--- config.mk ---
export PLATFORM = sky130hd
export DESIGN_NAME = rv_data_mem
export DESIGN_NICKNAME = d
export VERILOG_FILES = /design/src/logic/rv_pkg.sv /design/src/logic/rv_data_mem.sv
export SDC_FILE = /design/constraint.sdc
export NUM_CORES = 1
export LEC_CHECK = 0
export BUFFER_PORTS_ARGS = -buffer_cell sky130_fd_sc_hd__clkbuf_2
export CAP_MARGIN = 25
export CORE_MARGIN = 2
export CORE_UTILIZATION = 45
export CTS_CLUSTER_SIZE = 20
export DETAILED_ROUTE_END_ITERATION = 8
export SLEW_MARGIN = 25
export SYNTH_ARGS = -nofsm -noshare
export SYNTH_HDL_FRONTEND = slang
export SYNTH_SLANG_ARGS = --single-unit
--- constraint.sdc ---
create_clock -name clk -period 6 [get_ports clk]
set_input_delay 0.6 -clock clk [delete_from_list [all_inputs] [get_ports clk]]
set_output_delay 0.6 -clock clk [all_outputs]
set_load 0.02 [all_outputs]
--- src/logic/rv_pkg.sv ---
// ####################
// rv64i core package
// ####################
`default_nettype none

package rv_pkg;

  // datapath widths
  localparam int xlen         = 64;
  localparam int inst_width   = 32;
  localparam int reg_id_width = 5;

  // first fetch address
  localparam logic [xlen-1:0] pc_reset = 64'h0000_0000_8000_0000;

  // data memory geometry, in doublewords
  localparam int dmem_depth      = 32;
  localparam int dmem_addr_width = 5;

  // major opcodes
  localparam logic [6:0] op_imm    = 7'b0010011;
  localparam logic [6:0] op_reg    = 7'b0110011;
  localparam logic [6:0] op_lui    = 7'b0110111;
  localparam logic [6:0] op_auipc  = 7'b0010111;
  localparam logic [6:0] op_jal    = 7'b1101111;
  localparam logic [6:0] op_jalr   = 7'b1100111;
  localparam logic [6:0] op_load   = 7'b0000011;
  localparam logic [6:0] op_store  = 7'b0100011;
  localparam logic [6:0] op_system = 7'b1110011;

  // alu selector
  typedef enum logic [3:0] {
    alu_add,
    alu_sub,
    alu_and,
    alu_or,
    alu_xor,
    alu_sll,
    alu_srl,
    // operand b straight through, for lui
    alu_pass_b
  } alu_op_t;

  // decoder output bundle
  typedef struct packed {
    logic [reg_id_width-1:0] rd;
    logic [reg_id_width-1:0] rs1;
    logic [reg_id_width-1:0] rs2;
    logic [xlen-1:0]         imm;
    alu_op_t                 alu_op;
    logic                    need_imm;
    logic                    is_auipc;
    logic                    is_jal;
    logic                    is_jalr;
    logic                    is_load;
    logic                    reg_wen;
    logic                    mem_wen;
    logic                    is_ebreak;
    logic                    illegal;
  } decode_t;

  // one retired instruction
  typedef struct packed {
    logic                    valid;
    logic [xlen-1:0]         pc;
    logic [reg_id_width-1:0] rd;
    logic [xlen-1:0]         wdata;
    logic                    wen;
  } retire_t;

endpackage

`default_nettype wire

--- src/logic/rv_data_mem.sv ---
// ####################
// rv64i data memory
// ####################
`timescale 1ns/1ps
`default_nettype none

module rv_data_mem import rv_pkg::*; (
  input  wire logic            clk,
  input  wire logic [xlen-1:0] addr,
  input  wire logic [xlen-1:0] wdata,
  input  wire logic            wen,
  output logic [xlen-1:0]      rdata
);

  // doubleword array, contents undefined until stored
  logic [xlen-1:0] mem [dmem_depth];

  // doubleword index from byte address
  logic [dmem_addr_width-1:0] index;

  assign index = addr[dmem_addr_width+2:3];

  // combinational read for ld
  assign rdata = mem[index];

  // sd lands at the edge
  always_ff @(posedge clk) begin
    if (wen) begin
      mem[index] <= wdata;
    end
  end

  // only whole aligned doublewords are stored
  a_store_aligned: assert property (@(posedge clk)
    wen |-> (addr[2:0] == 3'b000))
    else $error("data_mem: misaligned sd to %h", addr);

endmodule

`default_nettype wire

Yosys cells after proc, flatten, opt, wreduce, memory -nomap -nowiden. Memory sizes are Yosys's and may differ from the RTL's. Index checks and enable logic that the tools add are counted.

Word-level logic and storage cells: 3. Output and inout bits: 64. Memory bits (writable): 2048. Register bits: 0. Memories kept: 1.

Multiplexer cells: 2.

Memory list: mem (depth 32, width 64, read ports 1, clocked after Yosys merged registers in 0, write ports 1, RTL line rv_data_mem.sv:16) `logic [xlen-1:0] mem [dmem_depth];`.

Operators by type and width (count): $mux 1 (2).

Logic depth before layout (Yosys ltp). Gate-level depths: netlist (run 1).

Word-level depth: 2. Mapped depth: 8. Mapped depth without buffers: 4.

Worst setup path before layout (run 1). Ideal clock, no wire load.

Path type: input to register. Start point: input port addr[4]. End point: memory mem[27][0], enable pin. Stages on the path: 6. Path buffers: 4. Data arrival time: 5.973 ns. Slack: -0.538 ns. Library setup time: 0.565 ns. Path through: clkbuf_1 > buf_2 > buf_2 > buf_2 > nand3_1 > nor3_1.

RTL lines: start, declared (RTL line rv_data_mem.sv:9) `input wire logic [xlen-1:0] addr,`; end, declared (RTL line rv_data_mem.sv:16).

Straight into the memory's write port.

Worst setup path in the final report (run 1).
Start point: input port addr[4]. End point: output port rdata[60].

Longest elaborated chain between the ends: 1.

Ends and longest elaborated chain: $mem_v2 32x64; end, declared (RTL line rv_data_mem.sv:12) `output logic [xlen-1:0] rdata`.

Every way passes these cells.

==> results of run 1 <==
==> final timing paths <==
check                  from           to  cells after the start  slack (ps)
hold / removal    wdata[17]  mem[12][17]                      1         340
setup / recovery    addr[4]    rdata[60]                      8        1660
==> layout by cell type (no fill, tap or decap), types with 6 or more instances in the layout <==
cell type  netlist  routed
edfxtp_1      2048    2048
mux2i_1       1024    1024
o22ai_1        512     512
clkbuf_16        0     203
clkbuf_2         0     133
nor4_1         128     128
buf_4            4     112
nand2_1         66      66
clkinv_1         0      60
clkbuf_1        31      40
nor2_4           0      28
buf_12           0      27
clkinv_2         0      26
clkinv_16        0       7
nand4bb_4        0       6
==> power by group through the flow <==
| stage | sequential (mW) | combinational (mW) | clock [mW] |
|---|---|---|---|
| after floorplan | 16.3 | 0.759 | 0 |
| after global placement | 16.3 | 1.35 | 0 |
| after detailed placement | 16.3 | 1.37 | 0 |
| after CTS | 16.0 | 1.37 | 11.9 |
| after global routing | 16.0 | 1.44 | 12.5 |
| final | 16.0 | 1.35 | 11.7 |
==> final cells by class <==
cell class	instances	area [µm²]	share of cell area (%)
diodes	4	10.0	0.0114
well taps	2310	2890	3.29
multi-input cells	1789	15200	17.3
flip-flops and latches	2048	61500	70.0
repair buffers	276	2140	2.44
clock buffers	243	5230	5.95
clock inverters	109	836	0.952
==> logic make-up after synthesis <==
kind of cell / count (synthesis) / synth area share, %
flops: 2048 / 79.3
compound gates: 512 / 4.13
mux: 1024 / 13.2
buf+inv: 235 / 1.58
simple gates: 253 / 1.81
==> through the flow <==
stage	setup WS (ps)	area, µm²
after floorplan	1180	77600
after global placement	1690	81700
after detailed placement	1690	81800
after CTS	1690	87800
after global routing	1590	87800
final	1660	87800
==> per-layer routing <==
layer  GRT usage, %  up-vias  wire length (µm)
met1           32.2    20900             86000
met3           3.45      281             13500
met2           37.0     1451             97600
met4           6.41        8              4840
met5              0        -                54
li1               -    17200                 -
==> flow_metrics.tcl, run 1 <==
set metrics [dict create \
    status "finished clean" \
    p_sw_mw 6.25 \
    hold_slack_ps 336 \
    synth_edf_count 2048 \
    hp-class "input pin to register" \
    slew_violations 0 \
    grt_pass1_vias 38800 \
    cts_setup_buffers 0 \
    die_y_um 419 \
    tns_ps 0 \
    hold_viol_final 0 \
    portBuffers 134 \
    async_reset_ff_share_pct 0 \
    vdd_drop_max_mv 0.330 \
    timing.max_cap.violations 0 \
    antenna_found_initial 11 \
    critPathMaxFanout 108 \
    post-route-min-period_ps 4340 \
    cp.arrival_ps 3740 \
    start_util_pct 45.2 \
    grt_use_total_pct 22.8 \
    htreeDepth 4 \
    fillerInstances 13800 \
    power_frac_seq_pct 55.0 \
    vias 39900 \
    timing.final.crit_share_pct 72.3 \
    row_count 152 \
    io_pins 194 \
    areaGrowthSynthToFinish_pct 13.2 \
    max_stage_delay_ps 640 \
    globalplace.congestion 0.739 \
    grt_pass1_wl_um 285000 \
    pwr-share-comb_pct 4.7 \
    cp_common_cell "buf_4" \
    yosysUniqueCellTypes 21 \
    core_um2 172000 \
    syn-num-nets 4202 \
    worstPathCellList "buf_12 -> buf_4 -> buf_4 -> mux2i_1 -> o22ai_1 -> nor4_1 -> nand2_1 -> clkbuf_2" \
    wl_um 202000 \
    swShare_pct 21.5 \
    ant_nets 0 \
    netlist.area_leader.share_pct 79.3 \
    largest_register "mem" \
    ys_ff_latch 2048 \
    largest_reg_flops 2048 \
    synthFlopType "edfxtp_1" \
    path_class "input pin to output pin" \
    timing.fmax_mhz 231 \
    cts_sinks 2048 \
    synth_seq_area_share_pct 79.3 \
    placed_cells 6423 \
    cts-hold-fix-buffers 0 \
    crit_family "buffers and inverters" \
    syn_inst 4072 \
    post-synth-top-area-cell "edfxtp_1" \
    die-area_um2 176000 \
    worst_pin_slew_ps 1100 \
    post_drt_wl_per_cell_um 29.8 \
    maxSlewHeadroom_pct 26.0 \
    ys.warnings.count 0 \
    end_kind "output pin" \
    drt_iter0_markers 4441 \
    p_int_mw 22.8 \
    nets 4447 \
    final_util_pct 51.2 \
    p_per_area_nw_per_um2 330 \
    setup_viol 0 \
    cts_resized 0 \
    routed_via_density 5.89 \
    yosysMostFrequentCell "edfxtp_1" \
    synth_area_um2 77600 \
    power.total_mw 29.0 \
    final_layout_size_suffix_gt1_share_pct 12.9 \
    cp_slowest_cell "buf_4" \
    rsz0062_at_grt "false" \
    firstDrtPassIters 5 \
    die_x_um 419 \
    drcViolationCount 0 \
    clk_path_buf_depth 3 \
    grt_overflow 0 \
    synth.avg_cell_area_um2 19.1 \
    grt_max_degree 109 \
    p_leak_nw 30.2 \
    root_buffer "clkbuf_16" \
    synth_common_cells "edfxtp_1, mux2i_1, o22ai_1, buf_2, nor4_1" \
    cts_tree "built" \
    synth.area.top_cells "edfxtp_1, mux2i_1, o22ai_1, buf_2, nor4_1" \
    dp_hpwl_um 103000 \
    final_cell_count_no_fill 6779 \
    top_regs "mem (2048)" \
    cts_buffers 202 \
    cp.required_ps 5400 \
    clk_pin_slew_worst_paths_ps 60 \
    critical_path.startpoint_type "input pin" \
    power_frac_clock_pct 40.3 \
    cp.buffers_inverters 4 \
]
Note: power is estimated with default switching activity, not from simulation.
==> run 2: changes to the inputs <==
- clock period: 6 -> 3.5 ns (I/O delays scaled with it)
==> run 2 against run 1 <==
Non-clock buffer count increased by 64. First-iteration DRC count down 19%. Clock power grew 79%. Count of clock-buffer cells in the layout is 7 higher. Sequential power increased by 71%. Core utilization grew 0.93 points. Die area did not move. Global-route usage shrank 0.54 points. Power up 75%. Wire length shrank 2.3%. Largest power group unchanged.
==> flow_metrics.tcl, run 2 (same netlist as run 1, synthesis figures left out) <==
set metrics [dict create \
    grt_max_degree 58 \
    htreeDepth 4 \
    power.total_mw 50.7 \
    vias 39800 \
    setup_viol 0 \
    slew_violations 0 \
    ant_nets 0 \
    grt_overflow 0 \
    cts_tree "built" \
    cts_setup_buffers 0 \
    largest_register "mem" \
    cts_resized 0 \
    die_y_um 419 \
    hold_path_depth 1 \
    cp.buffers_inverters 3 \
    start_util_pct 45.2 \
    clk_path_buf_depth 3 \
    max_stage_delay_ps 720 \
    root_buffer "clkbuf_16" \
    drt_iter0_markers 3595 \
    nets 4512 \
    largest_reg_flops 2048 \
    portBuffers 134 \
    post-route-min-period_ps 3190 \
    hp-class "input pin to register" \
    p_per_area_nw_per_um2 567 \
    post_drt_wl_per_cell_um 28.8 \
    timing.max_cap.violations 0 \
    grt_pass1_vias 38800 \
    vdd_drop_max_mv 0.541 \
    drcViolationCount 0 \
    path_class "input pin to output pin" \
    rsz0062_at_grt "false" \
    cts-hold-fix-buffers 0 \
    die_x_um 419 \
    final_cell_mix "edfxtp_1, mux2i_1, o22ai_1" \
    wl_um 197000 \
    routed_via_density 5.81 \
    row_count 152 \
    grt_use_total_pct 22.3 \
    die-area_um2 176000 \
    maxSlewHeadroom_pct 34.7 \
    cts_sinks 2048 \
    cp.required_ps 3150 \
    hold_end "mem[31][46]" \
    critPathMaxFanout 24 \
    hp-start "wdata[46]" \
    clk_pin_slew_worst_paths_ps 60 \
    final_common_cell "edfxtp_1" \
    core_um2 172000 \
    status "finished clean" \
    final_area_um2 89400 \
    hold_viol_final 0 \
    worst_pin_slew_ps 976 \
    areaGrowthSynthToFinish_pct 15.3 \
    cp_common_cell "clkbuf_2" \
    worstPathCellList "clkbuf_2 -> or4b_4 -> buf_12 -> o22ai_1 -> nor4_1 -> nand2_1 -> clkbuf_2" \
    crit_family "simple AND/OR/NAND/NOR gates" \
    dp_hpwl_um 102000 \
    final_layout_size_suffix_gt1_share_pct 14.5 \
    cts_buffers 203 \
    cp.arrival_ps 2840 \
    timing.fmax_mhz 313 \
    grt_pass1_wl_um 279000 \
    firstDrtPassIters 5 \
    timing.final.crit_share_pct 91.2 \
    critical_path.startpoint_type "input pin" \
    end_kind "output pin" \
    io_pins 194 \
    antenna_found_initial 8 \
    top_regs "mem (2048)" \
    p_leak_nw 30.9 \
    globalplace.congestion 0.739 \
    final_util_pct 52.1 \
    worstSetupStartpoint "addr[7]" \
    placed_area_um2 83000 \
    cp_slowest_cell "or4b_4" \
]
[run 2: routing by layer]
metal / global-route usage, % / vias to the layer above / part of all wire [%]
li1: - / 17300 / -
met1: 30.7 / 20900 / 42
met2: 36.9 / 1320 / 49
met3: 3.60 / 278 / 6.2
met4: 5.98 / 8 / 2.4
met5: 0 / - / 0.021
[run 2: area by class of cell]
type	instances	area, µm²
Clock inverter	117	1130
Antenna cell	1	2.50
Timing Repair Buffer	340	3410
Clock buffer	250	5280
Tap cell	2310	2890
Multi-Input combinational cell	1789	15200
Fill cell	13700	82100
Sequential cell	2048	61500
[run 2: worst max-delay path by stage]
stage | slack, ps | endpoint | cells past startpoint
2_1_floorplan | -980 | mem[29][0] | 6
3_3_place_gp | 360 | rdata[58] | 7
3_5_place_dp | 350 | rdata[58] | 7
4_1_cts | 360 | rdata[58] | 7
5_1_grt | 250 | rdata[58] | 7
6_report | 310 | rdata[58] | 7
[run 2: power breakdown]
group | switching, mW | internal, mW | total (mW) | leakage (nW)
registers | 0.0609 | 27.3 | 27.4 | 18.4
clock network | 9.07 | 11.9 | 21.0 | 3.13
logic | 1.61 | 0.808 | 2.42 | 9.36
[run 2: per-stage QoR]
step                hold slack, ps  setup TNS [ps]  cells  setup slack, ps
global route                   114               0   6854              253
detailed placement             957               0   6487              353
finish                        96.7               0   6855              306
CTS                           40.6               0   6854              362
floorplan                      449        -1084010   4072             -982
global placement               938               0   6487              358
