$ cat src/logic/rv_pkg.sv
// ####################
// rv64i core package
// ####################
`default_nettype none

package rv_pkg;

  // datapath widths
  localparam int xlen         = 64;
  localparam int inst_width   = 32;
  localparam int reg_id_width = 5;

  // first fetch address
  localparam logic [xlen-1:0] pc_reset = 64'h0000_0000_8000_0000;

  // data memory geometry, in doublewords
  localparam int dmem_depth      = 32;
  localparam int dmem_addr_width = 5;

  // major opcodes
  localparam logic [6:0] op_imm    = 7'b0010011;
  localparam logic [6:0] op_reg    = 7'b0110011;
  localparam logic [6:0] op_lui    = 7'b0110111;
  localparam logic [6:0] op_auipc  = 7'b0010111;
  localparam logic [6:0] op_jal    = 7'b1101111;
  localparam logic [6:0] op_jalr   = 7'b1100111;
  localparam logic [6:0] op_load   = 7'b0000011;
  localparam logic [6:0] op_store  = 7'b0100011;
  localparam logic [6:0] op_system = 7'b1110011;

  // alu selector
  typedef enum logic [3:0] {
    alu_add,
    alu_sub,
    alu_and,
    alu_or,
    alu_xor,
    alu_sll,
    alu_srl,
    // operand b straight through, for lui
    alu_pass_b
  } alu_op_t;

  // decoder output bundle
  typedef struct packed {
    logic [reg_id_width-1:0] rd;
    logic [reg_id_width-1:0] rs1;
    logic [reg_id_width-1:0] rs2;
    logic [xlen-1:0]         imm;
    alu_op_t                 alu_op;
    logic                    need_imm;
    logic                    is_auipc;
    logic                    is_jal;
    logic                    is_jalr;
    logic                    is_load;
    logic                    reg_wen;
    logic                    mem_wen;
    logic                    is_ebreak;
    logic                    illegal;
  } decode_t;

  // one retired instruction
  typedef struct packed {
    logic                    valid;
    logic [xlen-1:0]         pc;
    logic [reg_id_width-1:0] rd;
    logic [xlen-1:0]         wdata;
    logic                    wen;
  } retire_t;

endpackage

`default_nettype wire

$ cat src/logic/rv_pc_unit.sv
// ####################
// rv64i pc unit
// ####################
`timescale 1ns/1ps
`default_nettype none

module rv_pc_unit import rv_pkg::*; (
  input  wire logic            clk,
  input  wire logic            rst_n,
  input  wire logic            accept,
  input  wire decode_t         dec,
  input  wire logic [xlen-1:0] alu_result,
  output logic [xlen-1:0]      pc,
  output logic [xlen-1:0]      pc_plus4,
  output logic                 halted
);

  logic [xlen-1:0] next_pc;

  // sequential successor, also the jal/jalr link value
  assign pc_plus4 = pc + 64'd4;

  // jump target from alu, bit 0 cleared for both jal and jalr
  assign next_pc = (dec.is_jal || dec.is_jalr) ?
                   {alu_result[xlen-1:1], 1'b0} : pc_plus4;

  always_ff @(posedge clk) begin
    if (!rst_n) begin
      pc     <= pc_reset;
      halted <= 1'b0;
    end else if (accept) begin
      pc <= next_pc;
      // ebreak freezes the core until reset
      if (dec.is_ebreak) begin
        halted <= 1'b1;
      end
    end
  end

  // pc frozen once halted
  a_pc_hold: assert property (@(posedge clk) disable iff (!rst_n)
    halted |=> $stable(pc))
    else $error("pc_unit: pc moved while halted");

endmodule

`default_nettype wire

$ cat config.mk
export PLATFORM = sky130hd
export DESIGN_NAME = rv_pc_unit
export DESIGN_NICKNAME = d
export VERILOG_FILES = /design/src/logic/rv_pkg.sv /design/src/logic/rv_pc_unit.sv
export SDC_FILE = /design/constraint.sdc
export NUM_CORES = 1
export LEC_CHECK = 0
export ABC_AREA = 1
export BUFFER_PORTS_ARGS = -buffer_cell sky130_fd_sc_hd__clkbuf_2
export CORE_AREA = 5 5 109 111
export DETAILED_ROUTE_END_ITERATION = 7
export DIE_AREA = 0 0 114 116
export GPL_ROUTABILITY_DRIVEN = 0
export PLACE_DENSITY = 0.83
export RECOVER_POWER = 50
export SLEW_MARGIN = 20
export SYNTH_ARGS = -nofsm -noshare
export SYNTH_HDL_FRONTEND = slang
export SYNTH_SLANG_ARGS = --single-unit
$ cat constraint.sdc
create_clock -name clk -period 3.8 [get_ports clk]
set_input_delay 0.38 -clock clk [delete_from_list [all_inputs] [get_ports clk]]
set_output_delay 0.38 -clock clk [all_outputs]
set_load 0.02 [all_outputs]
# ---- After elaboration in Yosys (flattened, before gate mapping)
# Index checks and enable logic that the tools add are counted.
# W data, S select, Z words.
dict set report totals {
  register_bits 65
  out_inout_bits 129
  elab_cells 6
}
dict set report classes {
  n_addsub 1
  n_mux 1
  n_reduce_logical 2
}
# operator count
set ops {}
lappend ops {{$add A64 B3 Y64 const B} 1}
lappend ops {{$mux W64} 1}
lappend ops {{$reduce_and A2 Y1} 1}
lappend ops {{$logic_or A1 B1 Y1} 1}

# ---- Depth between registers and ports, before layout
# Gate-level depths: netlist (run 1).
dict set report depth {
  ltp_word 2
  mapped_depth 12
  depth_no_buf 12
}

# ---- Worst setup path before layout (run 1)
# Ideal clock, no wire load.
dict set report synth_path {
  kind {register to output}
  startpoint {reg pc[2]}
  endpoint {out pc_plus4[34]}
  arrival_ns 1.756
  slack_ns 1.664
  path_stages_with_launch 8
  path_cell_list {dfxtp_1 ha_1 inv_1 nor2_1 nand2_2 nor2_8 nand2_1 xor2_1}
}
dict set report synth_between {
  elab_chain_len 1
}
# item line_no
set synth_rtl {}
lappend synth_rtl {{start, declared} rv_pc_unit.sv:13} ;# output logic [xlen-1:0] pc,
lappend synth_rtl {{start signal, assigned} rv_pc_unit.sv:29} ;# pc <= pc_reset;
lappend synth_rtl {{start signal, assigned} rv_pc_unit.sv:32} ;# pc <= next_pc;
lappend synth_rtl {{$add A64 B3 Y64} rv_pc_unit.sv:21} ;# assign pc_plus4 = pc + 64'd4;
lappend synth_rtl {{end, declared} rv_pc_unit.sv:14} ;# output logic [xlen-1:0] pc_plus4,
# No other way between the ends.

# ---- Final worst setup path (run 1)
dict set report layout_path {
  startpoint {in rst_n}
  endpoint {reg pc[60]}
}
# item line_no
set layout_rtl {}
lappend layout_rtl {{start, declared} rv_pc_unit.sv:9} ;# input wire logic rst_n,
# No word-level cell between the ends.

==> results.cfg, run 1 <==
[logic_synthesis]
syn_area_um2 = 4795
yosysTopAreaCell = dfxtp_1
ys_ff_latch = 64
synth_mux_area_share_pct = 0
synthArstFlopShare_pct = 0
synthTopCellsByArea = dfxtp_1 27%, nand2_1 24%, nor2_1 10%, inv_1 7.4%, o21ai_0 5.8%
synth_top_family_by_area = simple AND/OR/NAND/NOR gates
yosysWarnings = 0
synth-adder-area-share_pct = 0.2610
synth.yosys.seq_area_share_pct = 26.72
ys_types = 28
ys.flop_type = dfxtp_1
yosysTopAreaCellShare_pct = 26.72
synthSimpleGateAreaFrac_pct = 43.74
synthCells = 846
synth_compound_gate_area_share_pct = 13.34
synth.avg_cell_area_um2 = 5.667
synth_xor_area_share_pct = 5.663
synth-edff-count = 0

[critical_path]
cp_cell_sequence = clkbuf_1 -> clkinv_1 -> clkbuf_1 -> a21oi_1
cpPeakStageDelay_ns = 2.14
cp-end-kind = flop
cpMaxStageDelayCell = clkbuf_1
critPathKind = in2reg
worstSetupEndpoint = pc[60]
timing.rr.end = pc[60]
critPathRequiredTime_ns = 3.89
critical_path.startpoint = rst_n
reg2reg_from = pc[2]
cp_max_fo = 60
rrSetupSlack_ns = 1.63
crit_top_cell = clkbuf_1
arrival_ns = 2.83
r2r_cells = 10
critPathLaunchType = input pin

[layout]
layout_common_cells = 301 x nand2_1, 129 x nor2_1, 126 x clkbuf_2, 96 x inv_1, 71 x clkbuf_1
fillerInstances = 1154
antennaDiodeCount = 0
area_growth_pct = 25.18
design_area_um2 = 6002
drive_above_1_share_pct = 16.52
multi_input_area_um2 = 3032
ff_latch_area_um2 = 1281
finalNetCount = 1190
layout_commonest_cell = nand2_1

[sta]
hold_viol_final = 0
finalSetupViolations = 0
finClkSkew_ns = 0.01237
rsz0062_at_grt = no
setup_tns_ns = 0
post-route-period-util_pct = 72.03
finalCriticalPeriod_ns = 2.737
max-slew-margin-rel_pct = -101.6
fmax_mhz = 365.3
slew_violations = 84
max_slew.worst_pin.slew_ns = 3.024

[die]
die_area_um2 = 13220
io_pins = 288
die_w_um = 114
start_util_pct = 44.82
rows = 38
core_um2 = 10700
die_h_um = 116

[flow_run]
cap_viol_max_count = 2

[power_and_ir_drop]
power_density_nw_per_um2 = 309.8
ir_drop_mv = 0.2028
p_leak_uw = 0.002460

[global_route]
grt.overflow.total = 0
grt_pass1_wl_mm = 28.57
grt_pass1_vias = 5665
grt_max_degree = 63
grt.total_usage_pct = 27.11
antenna_found_initial = 0

[worst_hold_path]
hold_class = in2reg

[run_status]
violations = capacitance limit, slew limit
status = finished with violations

[clocking]
cts-root-buf = clkbuf_8
htreeDepth = 3
clk_pin_slew_ns = 0.08
post_cts_buffers = 0
insertion_delay_ns = 0.35
postCtsHoldBufs = 0
post_cts_resized = 0
cts_buffer_depth = 2
cts_tree = yes
cts_buffers = 9
numClockSinks = 64

[route]
vias = 6116
firstDrtPassIters = 5
vias_per_cell = 5.205
post-route-drc-count = 0
drtAntennaViolNets = 0
wl_mm = 18.49
drt-wirelength-per-cell_um = 15.74
drtIter0Drc = 654

[placement]
dpl.hpwl_mm = 14.32
place_area_um2 = 5878
port_buffers = 195
cell usage after synthesis (2+ instances only):
cell / instances
buf_4: 3
clkbuf_1: 14
nor2_8: 2
a31oi_1: 14
inv_1: 95
xnor2_1: 6
o21ai_1: 6
nor2_4: 6
nand2_1: 301
and2_1: 8
nand4_1: 8
buf_2: 10
nor2_2: 7
nand3_1: 29
o21ai_0: 56
nor2_1: 128
nand2_2: 11
dfxtp_1: 64
xor2_1: 25
a21oi_1: 45
worst min-delay path by stage:
stage | start | end | slack [ns] | cells past startpoint
final | alu_result[31] | pc[31] | 0.25 | 3
after global routing | dec[1] | halted | 0.26 | 3
after CTS | alu_result[31] | pc[31] | 0.24 | 3
after detailed placement | halted | halted | 0.47 | 2
after global placement | halted | halted | 0.45 | 2
after floorplan | rst_n | pc[3] | 0.48 | 2
report_power, final:
group | internal [µW] | total (µW) | switching [µW] | leakage, µW
sequential | 711 | 771 | 60.0 | 0.000526
combinational | 129 | 407 | 278 | 0.00183
clock | 387 | 682 | 296 | 0.000106
total | 1230 | 1860 | 634 | 0.00246
sequential cells by signal, summed over array words and instances, names as in the netlist:
| register | cells |
|---|---|
| pc | 63 |
| halted | 1 |
per-layer routing:
| metal | routed length [µm] | track usage [%] | vias up |
|---|---|---|---|
| met5 | 0 | 0 | - |
| met4 | 350 | 8.472 | 0 |
| met3 | 2258 | 7.676 | 28 |
| met2 | 8080 | 42.51 | 351 |
| met1 | 7800 | 36.21 | 2741 |
| li1 | - | - | 2996 |
layout make-up:
type,instances,area share [%]
Timing Repair Buffer,199,15.47
Sequential cell,64,21.35
Inverter,97,6.066
Multi-Input combinational cell,659,50.51
Clock buffer,11,2.356
Clock inverter,5,1.334
Tap cell,140,2.918
stage by stage:
step                hold WS [ns]  util (%)  setup WS (ns)  cells  total power [µW]
floorplan                 0.4776         -          1.664    847              1026
global placement          0.4501     54.95          1.471   1159              1193
detailed placement        0.4653     54.95          1.466   1159              1199
CTS                       0.2436     57.02          1.087   1175              1868
global route              0.2576     56.11         0.8828   1175              1937
finish                    0.2461     56.11          1.063   1175              1860
worst max-delay path, delay by kind of cell:
kind            cells  cell delay, ns
buf+inv             3            2.32
compound gates      1            0.11
cells by family (layout without fill, tap and decap cells):
kind of cell,Yosys count,after routing
simple gates,502,502
buf+inv,124,312
compound gates,123,123
flops,64,64
xor+xnor,31,31
fa+ha+maj,1,1
other cells,1,2
No activity file was read; power rests on OpenSTA's default activity.
==> inputs of run 2 (changes only) <==
--- a/config.mk
+++ b/config.mk
@@ -7,11 +7,12 @@
 export LEC_CHECK = 0
 export ABC_AREA = 1
 export BUFFER_PORTS_ARGS = -buffer_cell sky130_fd_sc_hd__clkbuf_2
-export CORE_AREA = 5 5 109 111
+export CORE_ASPECT_RATIO = 1.75
+export CORE_MARGIN = 5
+export CORE_UTILIZATION = 44
 export DETAILED_ROUTE_END_ITERATION = 7
-export DIE_AREA = 0 0 114 116
 export GPL_ROUTABILITY_DRIVEN = 0
-export PLACE_DENSITY = 0.83
+export PLACE_DENSITY = 0.82
 export RECOVER_POWER = 50
 export SLEW_MARGIN = 20
 export SYNTH_ARGS = -nofsm -noshare
==> constraint.sdc (replaced) <==
create_clock -name clk -period 2.8 [get_ports clk]
set_input_delay 0.28 -clock clk [delete_from_list [all_inputs] [get_ports clk]]
set_output_delay 0.28 -clock clk [all_outputs]
set_load 0.02 [all_outputs]
==> results.cfg, run 2 (synthesis gave the netlist of run 1 again) <==
[run_status]
status = finished with violations
violations = capacitance limit, slew limit

[clocking]
htreeDepth = 3
cts_buffers = 9
post_cts_buffers = 0
insertion_delay_ns = 0.35
cts_tree = yes
cts-root-buf = clkbuf_16
postCtsHoldBufs = 0
clk_pin_slew_ns = 0.05
cts_buffer_depth = 2
numClockSinks = 64

[worst_hold_path]
hold_class = in2reg
worstHoldPathCells = 3
whs_endpoint = halted
min_from = dec[1]

[global_route]
grt_max_degree = 47
grt.overflow.total = 0
antenna_found_initial = 0
grt_pass1_wl_mm = 29.55
grt_pass1_vias = 6176
grt.total_usage_pct = 29.04

[power_and_ir_drop]
p_leak_uw = 0.002527
ir_drop_mv = 0.4425
power_density_nw_per_um2 = 451.4

[layout]
finalNetCount = 1195
antennaDiodeCount = 0
drive_above_1_share_pct = 17.31
reg_top3 = pc (63), halted (1)
fillerInstances = 1149
layout_common_cells = 300 x nand2_1, 129 x nor2_1, 128 x clkbuf_2, 95 x inv_1, 70 x clkbuf_1
layout_commonest_cell = nand2_1
top_register = pc
largest_reg_flops = 63
area_growth_pct = 27.24

[die]
start_util_pct = 44.82
core_um2 = 10700
die_area_um2 = 13170
rows = 50
die_h_um = 148.1
die_w_um = 88.91
io_pins = 288

[critical_path]
r2r_cells = 12
critPathRequiredTime_ns = 2.52
cp_max_fo = 6
critPathTopFamily = simple AND/OR/NAND/NOR gates
crit_buf_inv = 2
arrival_ns = 2.34
cpMaxStageDelayCell = dfxtp_1
cp-end-kind = output pin
rrSetupSlack_ns = 0.76
cpPeakStageDelay_ns = 0.44
cp_cell_sequence = ha_2 -> inv_1 -> nor2_1 -> nand2_2 -> nor2_1 -> nand2_2 -> o21ai_0 -> and2_1 -> clkbuf_2
reg2reg_from = pc[2]
timing.rr.end = pc[44]
critPathLaunchType = flop
critPathKind = reg2out

[sta]
setup_tns_ns = 0
slew_violations = 27
max-slew-margin-rel_pct = -19.05
hold_slack_ns = 0.1751
post-route-period-util_pct = 93.73
rsz0062_at_grt = no
fmax_mhz = 381.0
hold_viol_final = 0
finalCriticalPeriod_ns = 2.625
finClkSkew_ns = 0.008572
finalSetupViolations = 0
max_slew.worst_pin.slew_ns = 1.779

[route]
drtAntennaViolNets = 0
drt-wirelength-per-cell_um = 16.26
wl_mm = 19.02
drtIter0Drc = 418
vias = 6157
post-route-drc-count = 0
firstDrtPassIters = 6
vias_per_cell = 5.262

[placement]
port_buffers = 195
dpl.hpwl_mm = 15.01

[flow_run]
cap_viol_max_count = 1
-- run 2: where the power goes --
part | internal [µW] | switching (µW)
sequential | 966 | 76.6
combinational | 176 | 377
clock | 735 | 423
total | 1880 | 876
-- run 2: how the worst max path moves through the flow --
stage	end	from	cells after the start	slack (ns)
finish	pc_plus4[36]	pc[2]	9	0.18
global route	pc_plus4[42]	pc[2]	10	0.04
CTS	pc_plus4[36]	pc[2]	9	0.05
detailed placement	pc_plus4[36]	pc[2]	9	0.42
global placement	pc_plus4[36]	pc[2]	9	0.48
floorplan	pc_plus4[34]	pc[2]	7	0.76
-- run 2: layer usage --
metal  vias to the layer above  track usage [%]  part of all wire, %
li1                       3013                -                    -
met1                      2760            32.23                   37
met2                       307            48.92                   48
met3                        77            6.929                  8.9
met4                         0            17.10                  5.9
met5                         -                0                    0
-- run 2: cell type report --
type / count / area, µm² / area share (%)
Clock buffer: 13 / 260.3 / 4.266
Clock inverter: 3 / 40.04 / 0.6563
Multi-Input combinational cell: 659 / 3037 / 49.77
Inverter: 97 / 364.1 / 5.968
Tap cell: 130 / 162.7 / 2.666
Sequential cell: 64 / 1281 / 21.00
Timing Repair Buffer: 204 / 955.9 / 15.67
-- run 2: timing repair --
action                     4_1_cts  5_1_grt
hold endpoints to repair         0        0
gates resized for setup          0        2
setup endpoints to repair        0        5
-- run 2: per-stage QoR --
stage               cells  utilization (%)  worst slack (ns)  total power, µW  cell area [µm²]
CTS                  1170            57.87           0.04518             2771             6191
floorplan             847                -            0.7636             1392             4798
detailed placement   1154            55.06            0.4227             1626             5891
finish               1170            57.03            0.1754             2754             6101
global route         1170            57.03           0.04071             2858             6101
global placement     1154            55.06            0.4806             1620             5891
-- run 2: worst register-to-register path: stages, from the launching register on --
cell and delay (ns):
dfxtp_1 0.44, ha_2 0.28, inv_1 0.07, nor2_1 0.13, nand2_2 0.14, nor2_1 0.20, nand2_2 0.19, inv_1 0.11
nand2_1 0.05, nand2_1 0.06, nand2_1 0.06, nand2_1 0.06, a21oi_1 0.07
